`config.mk`:
```
export PLATFORM = sky130hd
export DESIGN_NAME = df_steer_top
export DESIGN_NICKNAME = d
export VERILOG_FILES = /design/src/df_pkg.sv /design/src/df_branch.sv /design/src/df_tehb.sv /design/src/df_oehb.sv /design/src/df_fifo.sv /design/src/df_merge.sv /design/src/df_steer_top.sv
export SDC_FILE = /design/constraint.sdc
export NUM_CORES = 1
export LEC_CHECK = 0
export ABC_CLOCK_PERIOD_IN_PS = 5200
export BUFFER_PORTS_ARGS = -buffer_cell sky130_fd_sc_hd__clkbuf_2
export CORE_ASPECT_RATIO = 1.1
export CORE_MARGIN = 4
export CORE_UTILIZATION = 55
export CTS_CLUSTER_SIZE = 16
export DETAILED_ROUTE_END_ITERATION = 7
export PLACE_DENSITY_LB_ADDON = 0.08
export SLEW_MARGIN = 20
export SYNTH_ARGS = -nofsm -noshare
export SYNTH_HDL_FRONTEND = slang
export SYNTH_SLANG_ARGS = --single-unit
```
`constraint.sdc`:
```
create_clock -name clk -period 5.2 [get_ports clk]
set_clock_uncertainty 0.15 [all_clocks]
set_input_delay 0.26 -clock clk [delete_from_list [all_inputs] [get_ports clk]]
set_output_delay 0.26 -clock clk [all_outputs]
set_load 0.1 [all_outputs]
```
`src/df_pkg.sv`:
```
/*
 * shared definitions for the dataflow steering stage
 * path index type and default sizes
 */
`default_nettype none

package df_pkg;

	// ------------------------------
	// path index
	// ------------------------------

	// carried with every output token
	// 0 is the buffered path, 1 the FIFO path
	typedef enum logic {
		PATH_BUF  = 1'b0,
		PATH_FIFO = 1'b1
	} path_e;

	// ------------------------------
	// default sizes
	// ------------------------------

	// payload width
	localparam int DATA_W_DEF = 32;

	// FIFO entries, power of two
	localparam int FIFO_DEPTH_DEF = 8;

endpackage

`default_nettype wire

```
`src/df_branch.sv`:
```
/*
 * branch node: joins a data stream with a one-bit condition stream
 * and steers the joined token onto path 0 or path 1
 */
`timescale 1ns/1ps
`default_nettype none

module df_branch #(
	parameter int DATA_W = df_pkg::DATA_W_DEF
) (
	input  logic [DATA_W-1:0] in_data,
	input  logic              in_valid,
	output logic              in_ready,
	input  logic              cond_in,
	input  logic              cond_valid,
	output logic              cond_ready,
	output logic [DATA_W-1:0] b0_data,
	output logic              b0_valid,
	input  logic              b0_ready,
	output logic [DATA_W-1:0] b1_data,
	output logic              b1_valid,
	input  logic              b1_ready
);

	import df_pkg::*;

	path_e sel;
	logic  join_valid;
	logic  join_ready;

	// condition bit maps straight onto the path index
	assign sel = path_e'(cond_in);

	// a token exists only once both halves are present
	assign join_valid = in_valid & cond_valid;

	// ready of whichever path the condition points at
	assign join_ready = (sel == PATH_BUF) ? b0_ready : b1_ready;

	// both inputs are consumed together or not at all
	assign in_ready   = join_valid & join_ready;
	assign cond_ready = join_valid & join_ready;

	// only the selected path sees a valid
	assign b0_valid = join_valid & (sel == PATH_BUF);
	assign b1_valid = join_valid & (sel == PATH_FIFO);

	// payload goes out unchanged on both sides
	assign b0_data = in_data;
	assign b1_data = in_data;

endmodule

`default_nettype wire

```
`src/df_tehb.sv`:
```
/*
 * transparent half buffer
 * passes tokens through, parks one in a register when the output stalls
 */
`timescale 1ns/1ps
`default_nettype none

module df_tehb #(
	parameter int DATA_W = df_pkg::DATA_W_DEF
) (
	input  logic              clk,
	input  logic              rst,
	input  logic [DATA_W-1:0] in_data,
	input  logic              in_valid,
	output logic              in_ready,
	output logic [DATA_W-1:0] out_data,
	output logic              out_valid,
	input  logic              out_ready
);

	logic              full;
	logic [DATA_W-1:0] data_q;
	logic              load;

	// capture the passing token when the consumer refuses it
	assign load = in_valid & ~full & ~out_ready;

	// full follows any stalled output token
	always_ff @(posedge clk or posedge rst) begin
		if (rst)
			full <= 1'b0;
		else
			full <= out_valid & ~out_ready;
	end

	always_ff @(posedge clk) begin
		if (load)
			data_q <= in_data;
	end

	// register wins over the input while holding a token
	assign out_data  = full ? data_q : in_data;
	assign out_valid = in_valid | full;
	assign in_ready  = ~full;

endmodule

`default_nettype wire

```
`src/df_oehb.sv`:
```
/*
 * opaque half buffer
 * registers valid and data, one cycle from input to output
 */
`timescale 1ns/1ps
`default_nettype none

module df_oehb #(
	parameter int DATA_W = df_pkg::DATA_W_DEF
) (
	input  logic              clk,
	input  logic              rst,
	input  logic [DATA_W-1:0] in_data,
	input  logic              in_valid,
	output logic              in_ready,
	output logic [DATA_W-1:0] out_data,
	output logic              out_valid,
	input  logic              out_ready
);

	logic              valid_q;
	logic [DATA_W-1:0] data_q;

	// slot frees up in the same cycle the consumer takes it
	assign in_ready = ~valid_q | out_ready;

	// valid only updates when the slot can change owner
	always_ff @(posedge clk or posedge rst) begin
		if (rst)
			valid_q <= 1'b0;
		else if (in_ready)
			valid_q <= in_valid;
	end

	// load on every input transfer
	always_ff @(posedge clk) begin
		if (in_valid & in_ready)
			data_q <= in_data;
	end

	assign out_valid = valid_q;
	assign out_data  = data_q;

endmodule

`default_nettype wire

```
`src/df_fifo.sv`:
```
/*
 * transparent FIFO on a ring memory
 * tokens bypass the storage when it is empty and the consumer is ready
 */
`timescale 1ns/1ps
`default_nettype none

module df_fifo #(
	parameter int DATA_W     = df_pkg::DATA_W_DEF,
	parameter int FIFO_DEPTH = df_pkg::FIFO_DEPTH_DEF
) (
	input  logic              clk,
	input  logic              rst,
	input  logic [DATA_W-1:0] in_data,
	input  logic              in_valid,
	output logic              in_ready,
	output logic [DATA_W-1:0] out_data,
	output logic              out_valid,
	input  logic              out_ready
);

	localparam int               PTR_W    = $clog2(FIFO_DEPTH);
	localparam logic [PTR_W-1:0] PTR_LAST = PTR_W'(FIFO_DEPTH - 1);

	// ------------------------------
	// storage and pointers
	// ------------------------------

	logic [DATA_W-1:0] mem [FIFO_DEPTH];

	// head is the oldest entry, tail the next free slot
	logic [PTR_W-1:0] head;
	logic [PTR_W-1:0] tail;
	logic [PTR_W-1:0] head_nxt;
	logic [PTR_W-1:0] tail_nxt;

	logic full;
	logic empty;

	// internal valid, storage holds at least one token
	logic store_valid;

	logic wr_en;
	logic rd_en;

	assign store_valid = ~empty;

	// wrap at the last slot
	assign head_nxt = (head == PTR_LAST) ? '0 : head + 1'b1;
	assign tail_nxt = (tail == PTR_LAST) ? '0 : tail + 1'b1;

	// ------------------------------
	// handshake and bypass
	// ------------------------------

	// refuse only when full and nobody drains this cycle
	assign in_ready = ~full | out_ready;

	// stored tokens go first to keep order
	assign out_valid = in_valid | store_valid;
	assign out_data  = store_valid ? mem[head] : in_data;

	// write unless the token is bypassed straight out
	assign wr_en = in_valid & in_ready & (store_valid | ~out_ready);

	// read the head on a consumer transfer
	assign rd_en = store_valid & out_ready;

	always_ff @(posedge clk) begin
		if (wr_en)
			mem[tail] <= in_data;
	end

	// ------------------------------
	// pointer and flag update
	// ------------------------------

	always_ff @(posedge clk or posedge rst) begin
		if (rst) begin
			tail <= '0;
		end else if (wr_en) begin
			tail <= tail_nxt;
		end
	end

	always_ff @(posedge clk or posedge rst) begin
		if (rst) begin
			head <= '0;
		end else if (rd_en) begin
			head <= head_nxt;
		end
	end

	// flags change only when read and write differ
	always_ff @(posedge clk or posedge rst) begin
		if (rst) begin
			full <= 1'b0;
		end else if (wr_en & ~rd_en) begin
			// tail catching up with head
			full <= (tail_nxt == head);
		end else if (rd_en & ~wr_en) begin
			full <= 1'b0;
		end
	end

	always_ff @(posedge clk or posedge rst) begin
		if (rst) begin
			empty <= 1'b1;
		end else if (rd_en & ~wr_en) begin
			// head catching up with tail
			empty <= (head_nxt == tail);
		end else if (wr_en & ~rd_en) begin
			empty <= 1'b0;
		end
	end

endmodule

`default_nettype wire

```
`src/df_merge.sv`:
```
/*
 * fixed-priority two-input merge, input 0 first
 * the winner's index travels with the data through an output TEHB
 */
`timescale 1ns/1ps
`default_nettype none

module df_merge #(
	parameter int DATA_W = df_pkg::DATA_W_DEF
) (
	input  logic              clk,
	input  logic              rst,
	input  logic [DATA_W-1:0] a0_data,
	input  logic              a0_valid,
	output logic              a0_ready,
	input  logic [DATA_W-1:0] a1_data,
	input  logic              a1_valid,
	output logic              a1_ready,
	output logic [DATA_W-1:0] out_data,
	output df_pkg::path_e     out_path,
	output logic              out_valid,
	input  logic              out_ready
);

	import df_pkg::*;

	path_e           sel;
	logic            pick_valid;
	logic [DATA_W:0] pick_data;
	logic            tehb_ready;
	logic [DATA_W:0] tehb_out;

	// lowest valid input wins
	assign sel        = a0_valid ? PATH_BUF : PATH_FIFO;
	assign pick_valid = a0_valid | a1_valid;

	// index on top, payload below
	assign pick_data = {sel, (sel == PATH_BUF) ? a0_data : a1_data};

	// input 1 is held off while input 0 is offering
	// so a masked token is never seen as consumed
	assign a0_ready = tehb_ready;
	assign a1_ready = tehb_ready & ~a0_valid;

	df_tehb #(
		.DATA_W(DATA_W + 1)
	) u_tehb (
		.clk      (clk),
		.rst      (rst),
		.in_data  (pick_data),
		.in_valid (pick_valid),
		.in_ready (tehb_ready),
		.out_data (tehb_out),
		.out_valid(out_valid),
		.out_ready(out_ready)
	);

	// unpack index and payload
	assign out_path = path_e'(tehb_out[DATA_W]);
	assign out_data = tehb_out[DATA_W-1:0];

endmodule

`default_nettype wire

```
`src/df_steer_top.sv`:
```
/*
 * elastic steering stage: join and branch, buffered path 0,
 * FIFO path 1, priority merge back onto one output stream
 */
`timescale 1ns/1ps
`default_nettype none

module df_steer_top #(
	parameter int DATA_W     = df_pkg::DATA_W_DEF,
	parameter int FIFO_DEPTH = df_pkg::FIFO_DEPTH_DEF
) (
	input  logic              clk,
	input  logic              rst,
	input  logic [DATA_W-1:0] in_data,
	input  logic              in_valid,
	output logic              in_ready,
	input  logic              cond_in,
	input  logic              cond_valid,
	output logic              cond_ready,
	output logic [DATA_W-1:0] out_data,
	output df_pkg::path_e     out_path,
	output logic              out_valid,
	input  logic              out_ready
);

	// branch outputs
	logic [DATA_W-1:0] b0_data;
	logic              b0_valid;
	logic              b0_ready;
	logic [DATA_W-1:0] b1_data;
	logic              b1_valid;
	logic              b1_ready;

	// path 0 between its two half buffers
	logic [DATA_W-1:0] t0_data;
	logic              t0_valid;
	logic              t0_ready;

	// merge inputs
	logic [DATA_W-1:0] a0_data;
	logic              a0_valid;
	logic              a0_ready;
	logic [DATA_W-1:0] a1_data;
	logic              a1_valid;
	logic              a1_ready;

	df_branch #(.DATA_W(DATA_W)) u_branch (
		.in_data   (in_data),
		.in_valid  (in_valid),
		.in_ready  (in_ready),
		.cond_in   (cond_in),
		.cond_valid(cond_valid),
		.cond_ready(cond_ready),
		.b0_data   (b0_data),
		.b0_valid  (b0_valid),
		.b0_ready  (b0_ready),
		.b1_data   (b1_data),
		.b1_valid  (b1_valid),
		.b1_ready  (b1_ready)
	);

	// ------------------------------
	// path 0, TEHB then OEHB
	// ------------------------------
	df_tehb #(.DATA_W(DATA_W)) u_p0_tehb (
		.clk(clk), .rst(rst),
		.in_data(b0_data), .in_valid(b0_valid), .in_ready(b0_ready),
		.out_data(t0_data), .out_valid(t0_valid), .out_ready(t0_ready)
	);

	df_oehb #(.DATA_W(DATA_W)) u_p0_oehb (
		.clk(clk), .rst(rst),
		.in_data(t0_data), .in_valid(t0_valid), .in_ready(t0_ready),
		.out_data(a0_data), .out_valid(a0_valid), .out_ready(a0_ready)
	);

	// path 1
	df_fifo #(.DATA_W(DATA_W), .FIFO_DEPTH(FIFO_DEPTH)) u_p1_fifo (
		.clk(clk), .rst(rst),
		.in_data(b1_data), .in_valid(b1_valid), .in_ready(b1_ready),
		.out_data(a1_data), .out_valid(a1_valid), .out_ready(a1_ready)
	);

	df_merge #(.DATA_W(DATA_W)) u_merge (
		.clk(clk), .rst(rst),
		.a0_data(a0_data), .a0_valid(a0_valid), .a0_ready(a0_ready),
		.a1_data(a1_data), .a1_valid(a1_valid), .a1_ready(a1_ready),
		.out_data(out_data), .out_path(out_path),
		.out_valid(out_valid), .out_ready(out_ready)
	);

endmodule

`default_nettype wire

```
Word-level counts from Yosys, hierarchy flattened
Memory sizes are Yosys's and may differ from the RTL's.
Cells that the tools add are included.
{ "classes": {"addsub": 2, "n_eq_ne": 4, "mux": 14, "n_bitwise": 35, "reduce_logical": 1} }
{ "ops": {"columns": ["cell", "count"], "rows": [
  ["$mux W32", 3],
  ["$mux W33", 1],
  ["$and A1 B1 Y1", 17],
  ["$not A1 Y1", 11],
  ["$mux W1", 8],
  ["$or A1 B1 Y1", 7],
  ["$add A3 B1 Y3 const B", 2],
  ["$eq A3 B3 Y1", 2],
  ["$eq A3 B3 Y1 const B", 2],
  ["$mux W3", 2],
  ["$reduce_bool A2 Y1", 1]
]} }
{ "word_totals": {"register_bits": 108, "mem_bits_rw": 256, "mem_count": 1} }
{ "memory_table": {"columns": ["name", "depth", "width", "read_ports", "rd_ports_with_merged_regs", "write_ports", "line_no", "text"], "rows": [
  ["u_p1_fifo.mem", 8, 32, 1, 0, 1, "df_fifo.sv:29", "logic [DATA_W-1:0] mem [FIFO_DEPTH];"]
]} }

Depth between registers and ports, before layout
Gate-level depths: netlist (run 1).
{ "depth": {"word_depth": 9, "ltp_mapped": 8, "mapped_depth_nobuf": 6} }

By module
A second synthesis (run 1) with hierarchy kept.
{ "hier_totals": {"hier_cells": 907, "hier_area_um2": 16042.9} }
{ "modules_own_cells": {"columns": ["module", "n_inst", "cells_each", "area_each_um2"], "rows": [
  ["df_fifo", 1, 611, 10846.7],
  ["df_tehb (u_merge.u_tehb)", 1, 76, 1579.0],
  ["df_tehb (u_p0_tehb)", 1, 74, 1537.7],
  ["df_oehb", 1, 37, 1018.5],
  ["df_merge", 1, 39, 544.3],
  ["df_branch", 1, 70, 516.7]
]} }

Worst setup path after synthesis (run 1)
No wires, ideal clock.
{ "synth_path": {"path_kind": "register to register", "start": "register u_merge.u_tehb.full", "end": "memory u_p1_fifo.mem[0][0] (netlist name), enable pin", "setup_time_ps": 502, "arrival_time_ps": 4186, "t_required_ps": 4548, "slack_ps": 362, "stages_incl_launch_ff": 6, "n_path_buf": 2, "period_less_slack_ps": 4838, "cell_sequence": "dfrtp_1 -> buf_6 -> o21ai_1 -> or3b_1 -> buf_6 -> nor4_1"} }
{ "synth_between": {"elab_chain_cells": 7, "elab_cells_between_ends": 9, "classes_between": "mux: 2; bitwise: 7"} }
{ "synth_lines": {"columns": ["element", "line_no", "text"], "rows": [
  ["start: declaration", "df_tehb.sv:21", "logic full;"],
  ["start signal: assignment", "df_tehb.sv:33", "full <= out_valid & ~out_ready;"],
  ["$not A1 Y1 *", "df_tehb.sv:44", "assign in_ready = ~full;"],
  ["$and A1 B1 Y1 *", "df_merge.sv:43", "assign a1_ready = tehb_ready & ~a0_valid;"],
  ["$or A1 B1 Y1 or $not A1 Y1 (tied branches)", "df_fifo.sv:57, df_fifo.sv:64", null],
  ["$and A1 B1 Y1 or $or A1 B1 Y1 (tied branches)", "df_fifo.sv:64", "assign wr_en = in_valid & in_ready & (store_valid | ~out_ready);"],
  ["$and A1 B1 Y1 *", "df_fifo.sv:64", null],
  ["$mux W1 *", "df_fifo.sv:70", "if (wr_en)"],
  ["$mux W1 (not written as such) *", "df_fifo.sv:71", "mem[tail] <= in_data;"],
  ["end: declaration", "df_fifo.sv:29", null]
]} }
Mark *: on every way between the ends. The rest lies on a longest branch, timed or not.

Worst setup path after layout (run 1)
{ "layout_path": {"start": "register u_p0_oehb.valid_q (netlist: u_p0_oehb.out_valid)", "end": "output out_data[2]"} }
{ "layout_between": {"elab_chain_cells": 2} }
{ "layout_lines": {"columns": ["element", "line_no", "text"], "rows": [
  ["start: declaration", "df_oehb.sv:21", "logic valid_q;"],
  ["start signal: assignment", "df_oehb.sv:32", "valid_q <= in_valid;"],
  ["$mux W32", "df_merge.sv:38", "assign pick_data = {sel, (sel == PATH_BUF) ? a0_data : a1_data};"],
  ["$mux W33", "df_tehb.sv:42", "assign out_data = full ? data_q : in_data;"],
  ["end: declaration", "df_steer_top.sv:20", "output logic [DATA_W-1:0] out_data,"]
]} }
No other way between the ends.

==> run summary, run 1 <==
height of the die -> 180 um
postcts setup bufs -> 0
Layout area overhead -> 15.8%
Buf/Inv on CP -> 2
combinational share of power -> 33.6%
total negative slack -> 0 ns
Final Hold Vio Count -> 0
# Max-Cap Violations -> 0
Async SR Flop Fraction -> 3.02%
DR vias -> 8255
largest net degree at the start of global routing -> 54
fin. max-slew vios -> 0
crit path max-delay cell type -> nor2b_2
Seq pwr share -> 38.6%
P_int -> 6.01 mW
Design Power -> 9.64 mW
RR Startpoint -> u_p0_oehb.out_valid
GR peak layer -> met2
aggregate global routing overflow -> 0
switching portion of total power -> 37.6%
Starting Density -> 56.2%
Sw Pwr -> 3.62 mW
CTS buffer count -> 37
# fillers -> 1889
yosys synthesis warning count -> 0
Core Area -> 26400 sq um
DRT iter0 DRCs -> 664
Fmax achieved -> 245 MHz
count of input and output buffers -> 73
critical path's largest stage delay -> 1.04 ns
Vias/cell -> 6.11
period utilisation layout -> 78.5%
H-tree depth -> 2
Yosys top cell area share -> 71.5%
synthesized flop and latch total -> 364
vias in the first global route -> 8422
Final Wtd Congestion -> 0.761
EDFF count, synth -> 353
ratio of cells with drive above 1 in the final layout -> 27.8%
Hold Crit Endpoint -> u_p0_oehb.out_valid
first-pass GRT wire length -> 51100 um
Hold Path Class -> input port to flip-flop
most frequent cells in the layout -> 353 x edfxtp_1, 79 x mux2_2, 73 x clkbuf_2
post-route ant nets -> 0
initial antenna violation count -> 1
NumNets Final -> 1013
WL per Instance -> 25.0 um
CP top delay family -> simple AND/OR/NAND/NOR gates
post-detail-place hpwl -> 18800 um
CP Data Required Time -> 4.79 ns
clk_lat worst skew -> 0.52 ns
LEAKAGE -> 5.79 nW
final WL -> 33800 um
worst path cell trace -> nor2b_2, buf_4, a22oi_1, o221ai_1, clkbuf_2
maximum vdd drop -> 0.587 mV
Cell Pwr Density -> 562 nW/um^2
count of cell types in the netlist -> 45
Critical Path Fanout Max -> 20
syn_area_per_cell -> 17.3 sq um
Hold WS -> 0.0402 ns
Cells on Worst Hold Path -> 4
Global Route Usage Sum -> 23.0%
die outline area -> 29700 sq um
met2 usage -> 38.3%
CTS tree -> done
FF-to-FF path depth -> 6
type of origin of the critical path -> flip-flop
cell count after synthesis -> 857
TritonCTS Sinks -> 364
Primary FF master, synth -> edfxtp_1
commonest non-fill, non-tap cell in the layout -> edfxtp_1
met3 Usage GRT -> 3.91%
Crit. End Element -> primary output
Clock Tree Buf Depth -> 3
fin crit period -> 4.08 ns
r2r setup slk -> 1.68 ns
FF-to-FF End -> u_p1_fifo.mem[5][0]
worst path arrival time -> 3.67 ns
met1 usage -> 31.3%
Synth area leader -> edfxtp_1
Post-Syn Nets -> 901
CTS hold repair buffers -> 34
clk root buf -> clkbuf_16
Clock transition at path regs -> 0.06 ns
hold wc startpoint -> cond_in
row count -> 62
dpl cells -> 1248
WS Path Type -> flip-flop to primary output
drt drc -> 0
status -> completed
worst-margin pin slew -> 1.13 ns
mapped cell area -> 14800 sq um
Die W -> 165 um
Slew Limit Headroom -> 24.5%
I/O pin total -> 74
fin cells -> 1350
Initial DRT Pass Iterations -> 5
post-synthesis sequential area ratio -> 73.4%
clock share of power -> 27.7%
Synth area leaders -> edfxtp_1 71%, mux2_2 6.0%, mux2i_1 4.6%
post_cts resized -> 0
RSZ-0062 raised after global routing -> false
count of final setup violators -> 0
state kept, by name, indices dropped and copies added, names as in the netlist:
register,cells
u_p1_fifo.head,3
u_p0_tehb.full,1
u_p1_fifo.empty,1
u_p1_fifo.mem,256
u_merge.u_tehb.data_q,33
u_merge.u_tehb.full,1
u_p1_fifo.tail,3
u_p1_fifo.full,1
u_p0_oehb.out_valid,1
u_p0_oehb.out_data,32
u_p0_tehb.data_q,32
cells by family (layout without fill, tap and decap cells):
| family | after synthesis | count (layout) | synth area share, % |
|---|---|---|---|
| xor+xnor | 6 | 6 | 0.354 |
| compound gates | 168 | 168 | 8.50 |
| fa+ha+maj | 6 | 6 | 0.506 |
| mux | 162 | 162 | 12.1 |
| buf+inv | 63 | 203 | 2.57 |
| flops | 364 | 364 | 73.4 |
| other cells | 0 | 1 | 0 |
| simple gates | 88 | 88 | 2.67 |
metal layers:
layer,wire length (um),up-vias
met2,16900,357
met1,13700,4135
met3,2400,59
met5,0,-
li1,-,3704
met4,859,0
power by group through the flow:
stage          Clock [mW]  Combinational, mW  Sequential (mW)
6_report             2.67               3.24             3.72
5_1_grt              2.86               3.41             3.74
4_1_cts              2.72               3.25             3.72
3_5_place_dp            0               3.22             3.78
3_3_place_gp            0               3.16             3.77
2_1_floorplan           0               2.71             3.61
layout make-up:
cell class	instances	area (sq um)	area share (%)
Sequential cell	364	10900	63.4
Inverter	4	20.0	0.117
Timing Repair Buffer	132	918	5.35
Clock buffer	43	968	5.64
Tap cell	352	440	2.57
Clock inverter	24	269	1.57
Antenna cell	1	2.50	0.0146
Multi-Input combinational cell	430	3660	21.3
synth_stat cells (2+ instances only):
cell type and count:
o221ai_1 55, o221ai_2 3, mux2_1 2, a221o_1 2, nor4_1 2, buf_6 9
clkbuf_1 21, nor2_1 10, o211ai_1 4, mux2i_1 68, nor3_1 3, o21ai_1 8
edfxtp_1 353, a22oi_1 57, inv_1 3, ha_1 6, a21oi_1 4, o21ai_0 28
a32oi_1 4, mux2_4 13, o22ai_1 2, nand2_1 57, xor2_1 2, nand2b_1 3
buf_2 18, dfrtp_1 10, xnor2_1 4, nand4b_1 2, buf_4 9, nor2b_1 2
mux2_2 79
tightest hold or removal path, stage by stage:
cell,delay (ns)
clkbuf_2,0.13
nor2_1,0.11
nor2_1,0.08
nand2_1,0.07
metrics by stage:
step,util (%),area [sq um],worst slack (ns)
5_1_grt,65.1,17200,0.988
6_report,65.1,17200,1.12
3_5_place_dp,59.1,15600,1.69
4_1_cts,65.1,17200,1.16
2_1_floorplan,-,14800,0.362
3_3_place_gp,59.1,15600,1.73
worst max-delay path by stage:
stage / startpoint / to / cells after the start
after floorplan: u_merge.u_tehb.full / u_p1_fifo.mem[0][0] / 5
after global placement: u_p1_fifo.head[0] / out_data[16] / 7
after detailed placement: u_p0_oehb.out_valid / u_p1_fifo.mem[5][2] / 6
after CTS: u_p0_oehb.out_valid / out_data[2] / 5
after global routing: u_p0_oehb.out_valid / out_data[2] / 5
final: u_p0_oehb.out_valid / out_data[2] / 5
(Power assumes the default switching activity.)
==> run 2, diff against run 1 <==
Settings changed: ABC_AREA from default to 1, ABC_CLOCK_PERIOD_IN_PS 5200 to 3800, CORE_UTILIZATION 55 to 60.
Clock period 5.2 ns to 3.8 ns, I/O delays scaled along.
==> run summary, run 2 <==
area of the multi-input gates -> 3690 sq um
Initial DRT Pass Iterations -> 5
Post-Syn Nets -> 1597
die outline area -> 29200 sq um
switching portion of total power -> 37.7%
CP top delay family -> buffers and inverters
P_int -> 8.70 mW
syn_area_per_cell -> 10.3 sq um
EDFF count, synth -> 353
total negative slack -> 0 ns
crit path max-delay cell type -> dfrtp_4
most flop-heavy register -> u_p1_fifo.mem
final WL -> 37000 um
LEAKAGE -> 8.02 nW
fin crit period -> 3.37 ns
cell count after synthesis -> 1553
Seq pwr share -> 35.3%
height of the die -> 179 um
fin. max-slew vios -> 0
Primary FF master, synth -> edfxtp_1
worst path arrival time -> 3.03 ns
post-route ant nets -> 0
Core Area -> 26100 sq um
Starting Density -> 60.9%
synthesized flop and latch total -> 364
count of input and output buffers -> 73
Hold Path Class -> input port to flip-flop
Synth top cells by count -> 537 x nand2_1, 353 x edfxtp_1, 266 x inv_1
Final Wtd Congestion -> 0.807
Synth area leader -> edfxtp_1
post-synthesis sequential area ratio -> 68.3%
count of final setup violators -> 0
Vias/cell -> 5.30
count of cell types in the netlist -> 27
aggregate global routing overflow -> 0
Async SR Flop Fraction -> 3.02%
Fmax achieved -> 297 MHz
Clock transition at path regs -> 0.06 ns
ant diodes -> 0
Critical Path Fanout Max -> 50
WS Path Type -> flip-flop to primary output
maximum vdd drop -> 0.605 mV
commonest non-fill, non-tap cell in the layout -> nand2_1
Design Power -> 14.0 mW
Crit. End Element -> primary output
postcts setup bufs -> 0
Die W -> 163 um
drt drc -> 0
most frequent cells in the layout -> 537 x nand2_1, 353 x edfxtp_1, 265 x inv_1
clock share of power -> 27.6%
Slew Limit Headroom -> 22.3%
ratio of cells with drive above 1 in the final layout -> 11.5%
period utilisation layout -> 88.6%
# fillers -> 1843
CP dominant cell by count -> nand2_1
worst-margin pin slew -> 1.16 ns
WL per Instance -> 18.1 um
first-pass GRT wire length -> 57300 um
row count -> 62
critical path's largest stage delay -> 0.69 ns
initial antenna violation count -> 0
CP Data Required Time -> 3.46 ns
Cell Pwr Density -> 742 nW/um^2
yosys synthesis warning count -> 0
largest net degree at the start of global routing -> 66
status -> completed
vias in the first global route -> 10500
Clock Tree Buf Depth -> 3
Yosys top cell area share -> 66.6%
NumNets Final -> 1704
Final Hold Vio Count -> 0
Largest regs -> u_p1_fifo.mem x256, u_merge.u_tehb.data_q x33
cell with the most instances after synthesis -> nand2_1
H-tree depth -> 2
I/O pin total -> 74
Layout area overhead -> 18.3%
Sw Pwr -> 5.27 mW
# Max-Cap Violations -> 0
Buf/Inv on CP -> 3
RSZ-0062 raised after global routing -> false
DRT iter0 DRCs -> 977
type of origin of the critical path -> flip-flop
Hold WS -> 0.0579 ns
TritonCTS Sinks -> 364
Core Util, Final -> 72.1%
Synth area leaders -> edfxtp_1 67%, nand2_1 13%, inv_1 6.3%
clk root buf -> clkbuf_16
clk_lat worst skew -> 0.51 ns
combinational share of power -> 37.1%
DR vias -> 10800
CTS tree -> done
worst path cell trace -> inv_4, buf_4, nand2_1, nand2_1, nand2_1, nand3_1, nand3_1, nand2_1, nand2_1, nand2_1, buf_12
max FFs per register -> 256
Global Route Usage Sum -> 25.6%
mapped cell area -> 15900 sq um
post-detail-place hpwl -> 20600 um
Storage cell area -> 10900 sq um
CTS buffer count -> 37
## run 2: cell count changes after synthesis, moves of 5 or more
cell      previous run  this run
nand2_1             57       537
inv_1                3       266
nand3_1              1       193
mux2_2              79         0
mux2i_1             68         0
a22oi_1             57         0
o221ai_1            55         0
o21ai_0             28        72
mux2_4              13         0
buf_2               18        30
o21ai_1              8         0
buf_1                0         5
## run 2: final timing paths
path                                           from              endpoint  slack, ns  depth (start not counted)
worst min register to register       u_p1_fifo.full        u_p1_fifo.full       0.37                          2
max in group asynchronous                       rst     u_p1_fifo.head[0]       2.88                          3
min in group asynchronous                       rst     u_p1_fifo.tail[1]       0.14                          3
worst min-delay path                        cond_in        u_p0_tehb.full       0.06                          4
worst max register to register  u_p0_oehb.out_valid  u_p0_tehb.data_q[22]       1.05                          5
worst max-delay path              u_p1_fifo.head[0]          out_data[30]       0.43                         11
## run 2: worst register-to-register path, stage by stage (launching register included)
cell,delay [ns]
dfrtp_1,0.41
buf_4,0.29
buf_4,0.43
nand2_1,0.23
nor2_4,0.57
buf_4,0.34
## run 2: cell type report
cell class,count,area share [%]
flip-flops and latches,364,57.8
repair buffers,143,7.94
inverters,272,5.47
multi-input cells,842,19.6
well taps,352,2.34
clock buffers,49,5.48
clock inverters,18,1.44
## run 2: cells by family after synthesis
group	Yosys count	synth area share, %
buf+inv	347	9.07
compound gates	81	2.65
simple gates	755	19.5
flops	364	68.3
fa+ha+maj	6	0.471
## run 2: layer usage
layer | track usage [%] | wire [um] | vias up
met2 | 44.2 | 18400 | 388
li1 | - | - | 5226
met3 | 2.87 | 2280 | 63
met5 | 0 | 0 | -
met4 | 6.99 | 737 | 0
met1 | 34.9 | 15500 | 5133
## run 2: power by group through the flow
| stage | clock network, mW | registers, mW | logic (mW) |
|---|---|---|---|
| floorplan | 0 | 4.92 | 3.63 |
| global placement | 0 | 5.00 | 5.07 |
| detailed placement | 0 | 5.02 | 5.13 |
| CTS | 3.91 | 4.93 | 5.19 |
| global route | 4.08 | 4.96 | 5.60 |
| finish | 3.86 | 4.93 | 5.18 |
## run 2: through the flow
step / std cells / setup WS [ns] / cell area (sq um)
3_3_place_gp: 1938 / 1.00 / 17200
6_report: 2040 / 0.432 / 18800
5_1_grt: 2040 / 0.215 / 18800
4_1_cts: 2040 / 0.434 / 18800
3_5_place_dp: 1938 / 0.984 / 17200
2_1_floorplan: 1553 / -0.101 / 15900
## run 2: what timing repair did
| item | CTS | global route |
|---|---|---|
| hold buffers | 35 | 0 |
| endpoints found under the hold margin | 300 | 0 |
| resized for setup | 0 | 0 |
==> run 3, diff against run 2 <==
Settings changed: RECOVER_POWER from default to 50.
==> run summary, run 3 (synthesis gave the netlist of run 2 again) <==
H-tree depth -> 2
DR WL met2 -> 18400 um
commonest non-fill, non-tap cell in the layout -> nand2_1
# fillers -> 1871
ratio of cells with drive above 1 in the final layout -> 9.00%
DRT iter0 DRCs -> 960
Clock Tree Buf Depth -> 3
Die W -> 163 um
CTS buffer count -> 37
Crit. End Element -> flip-flop
WL met3 -> 2210 um
WL per Instance -> 18.1 um
worst path arrival time -> 3.38 ns
# Max-Cap Violations -> 1
clk_lat worst skew -> 0.52 ns
fin cells -> 2040
aggregate global routing overflow -> 0
Critical Path Fanout Max -> 65
hold wc startpoint -> cond_in
post-detail-place hpwl -> 20600 um
final WL -> 36900 um
status -> finished, violations left
Global Route Usage Sum -> 25.6%
period utilisation layout -> 89.7%
ant diodes -> 0
post-route ant nets -> 0
first-pass GRT wire length -> 57300 um
Starting Density -> 60.9%
type of origin of the critical path -> flip-flop
uppermost layer routed -> met4
most frequent cells in the layout -> 539 x nand2_1, 353 x edfxtp_1, 266 x inv_1
initial antenna violation count -> 0
failing checks -> capacitance limit, slew limit
clk root buf -> clkbuf_16
Hold Path Class -> input port to flip-flop
fin crit period -> 3.41 ns
most flop-heavy register -> u_p1_fifo.mem
count of input and output buffers -> 73
Fmax achieved -> 293 MHz
Largest regs -> u_p1_fifo.mem x256, u_merge.u_tehb.data_q x33
worst-margin pin slew -> 1.97 ns
Core Util, Final -> 71.8%
height of the die -> 179 um
Clock transition at path regs -> 0.06 ns
pre-CTS setup slack -> 0.984 ns
dpl cells -> 1938
Layout area overhead -> 17.8%
NumNets Final -> 1704
r2r setup slk -> 0.39 ns
CTS hold repair buffers -> 35
Design Power -> 14.0 mW
CP Data Required Time -> 3.77 ns
WS Path Type -> flip-flop to flip-flop
area of the multi-input gates -> 3660 sq um
Final Wtd Congestion -> 0.807
maximum vdd drop -> 0.605 mV
Final Hold Vio Count -> 0
vias in the first global route -> 10500
DR vias -> 10800
post_cts resized -> 0
postcts setup bufs -> 0
Cell Pwr Density -> 744 nW/um^2
CTS tree -> done
RSZ-0062 raised after global routing -> false
max FFs per register -> 256
die outline area -> 29200 sq um
Storage cell area -> 10900 sq um
fin. max-slew vios -> 27
RR Startpoint -> u_p0_tehb.full
slack of the critical path -> 0.390 ns
drt drc -> 0
Initial DRT Pass Iterations -> 5
row count -> 62
Metal-1 WL -> 15600 um
Slew Limit Headroom -> -31.4%
I/O pin total -> 74
TritonCTS Sinks -> 364
LEAKAGE -> 7.91 nW
CP startpoint -> u_p0_tehb.full
count of final setup violators -> 0
Core Area -> 26100 sq um
Vias/cell -> 5.28
largest net degree at the start of global routing -> 66
[run 3: changes by cell type in the layout (fill, tap and decap cells not counted), sizes merged]
cell / previous run / this run
clkbuf: 90 / 95
buf: 67 / 62
clkinvlp: 2 / 3
inv: 270 / 269
[run 3: layer usage]
layer  up-vias  GRT usage, %
met1      5100          34.9
met5         -             0
li1       5226             -
met2       374          44.2
met4         0          6.99
met3        62          2.87
[run 3: cell type report]
cell class	count	area share (%)
Clock inverter	18	1.45
Sequential cell	364	58.0
Clock buffer	49	5.51
Inverter	272	5.49
Multi-Input combinational cell	842	19.5
Tap cell	352	2.35
Timing Repair Buffer	143	7.68
[run 3: worst paths after layout]
check,end,depth (start not counted)
min in group asynchronous,u_p1_fifo.tail[1],3
worst min-delay path,u_p0_tehb.full,4
worst max-delay path,u_p0_oehb.out_data[22],4
worst min register to register,u_p1_fifo.full,2
max in group asynchronous,u_p1_fifo.head[0],3
worst max register to register,u_p0_oehb.out_data[22],4
[run 3: through the flow]
step / hold WS, ns / setup TNS [ns] / area (sq um)
finish: 0.0564 / 0 / 18800
global route: 0.0710 / 0 / 18800
CTS: 0.0378 / 0 / 18800
detailed placement: 0.138 / 0 / 17200
global placement: 0.138 / 0 / 17200
floorplan: -0.108 / -12.93 / 15900
[run 3: where the power goes]
group / switching (mW) / leakage, nW / internal (mW)
combinational: 3.63 / 3.94 / 1.53
clock: 1.47 / 0.635 / 2.40
sequential: 0.164 / 3.33 / 4.77
[run 3: worst max-delay path, cell delays in order (launching register included)]
cell and delay [ns]:
dfrtp_2 0.35, clkbuf_2 1.04, nor2_1 0.29, a21oi_4 0.22
clkbuf_1 0.93
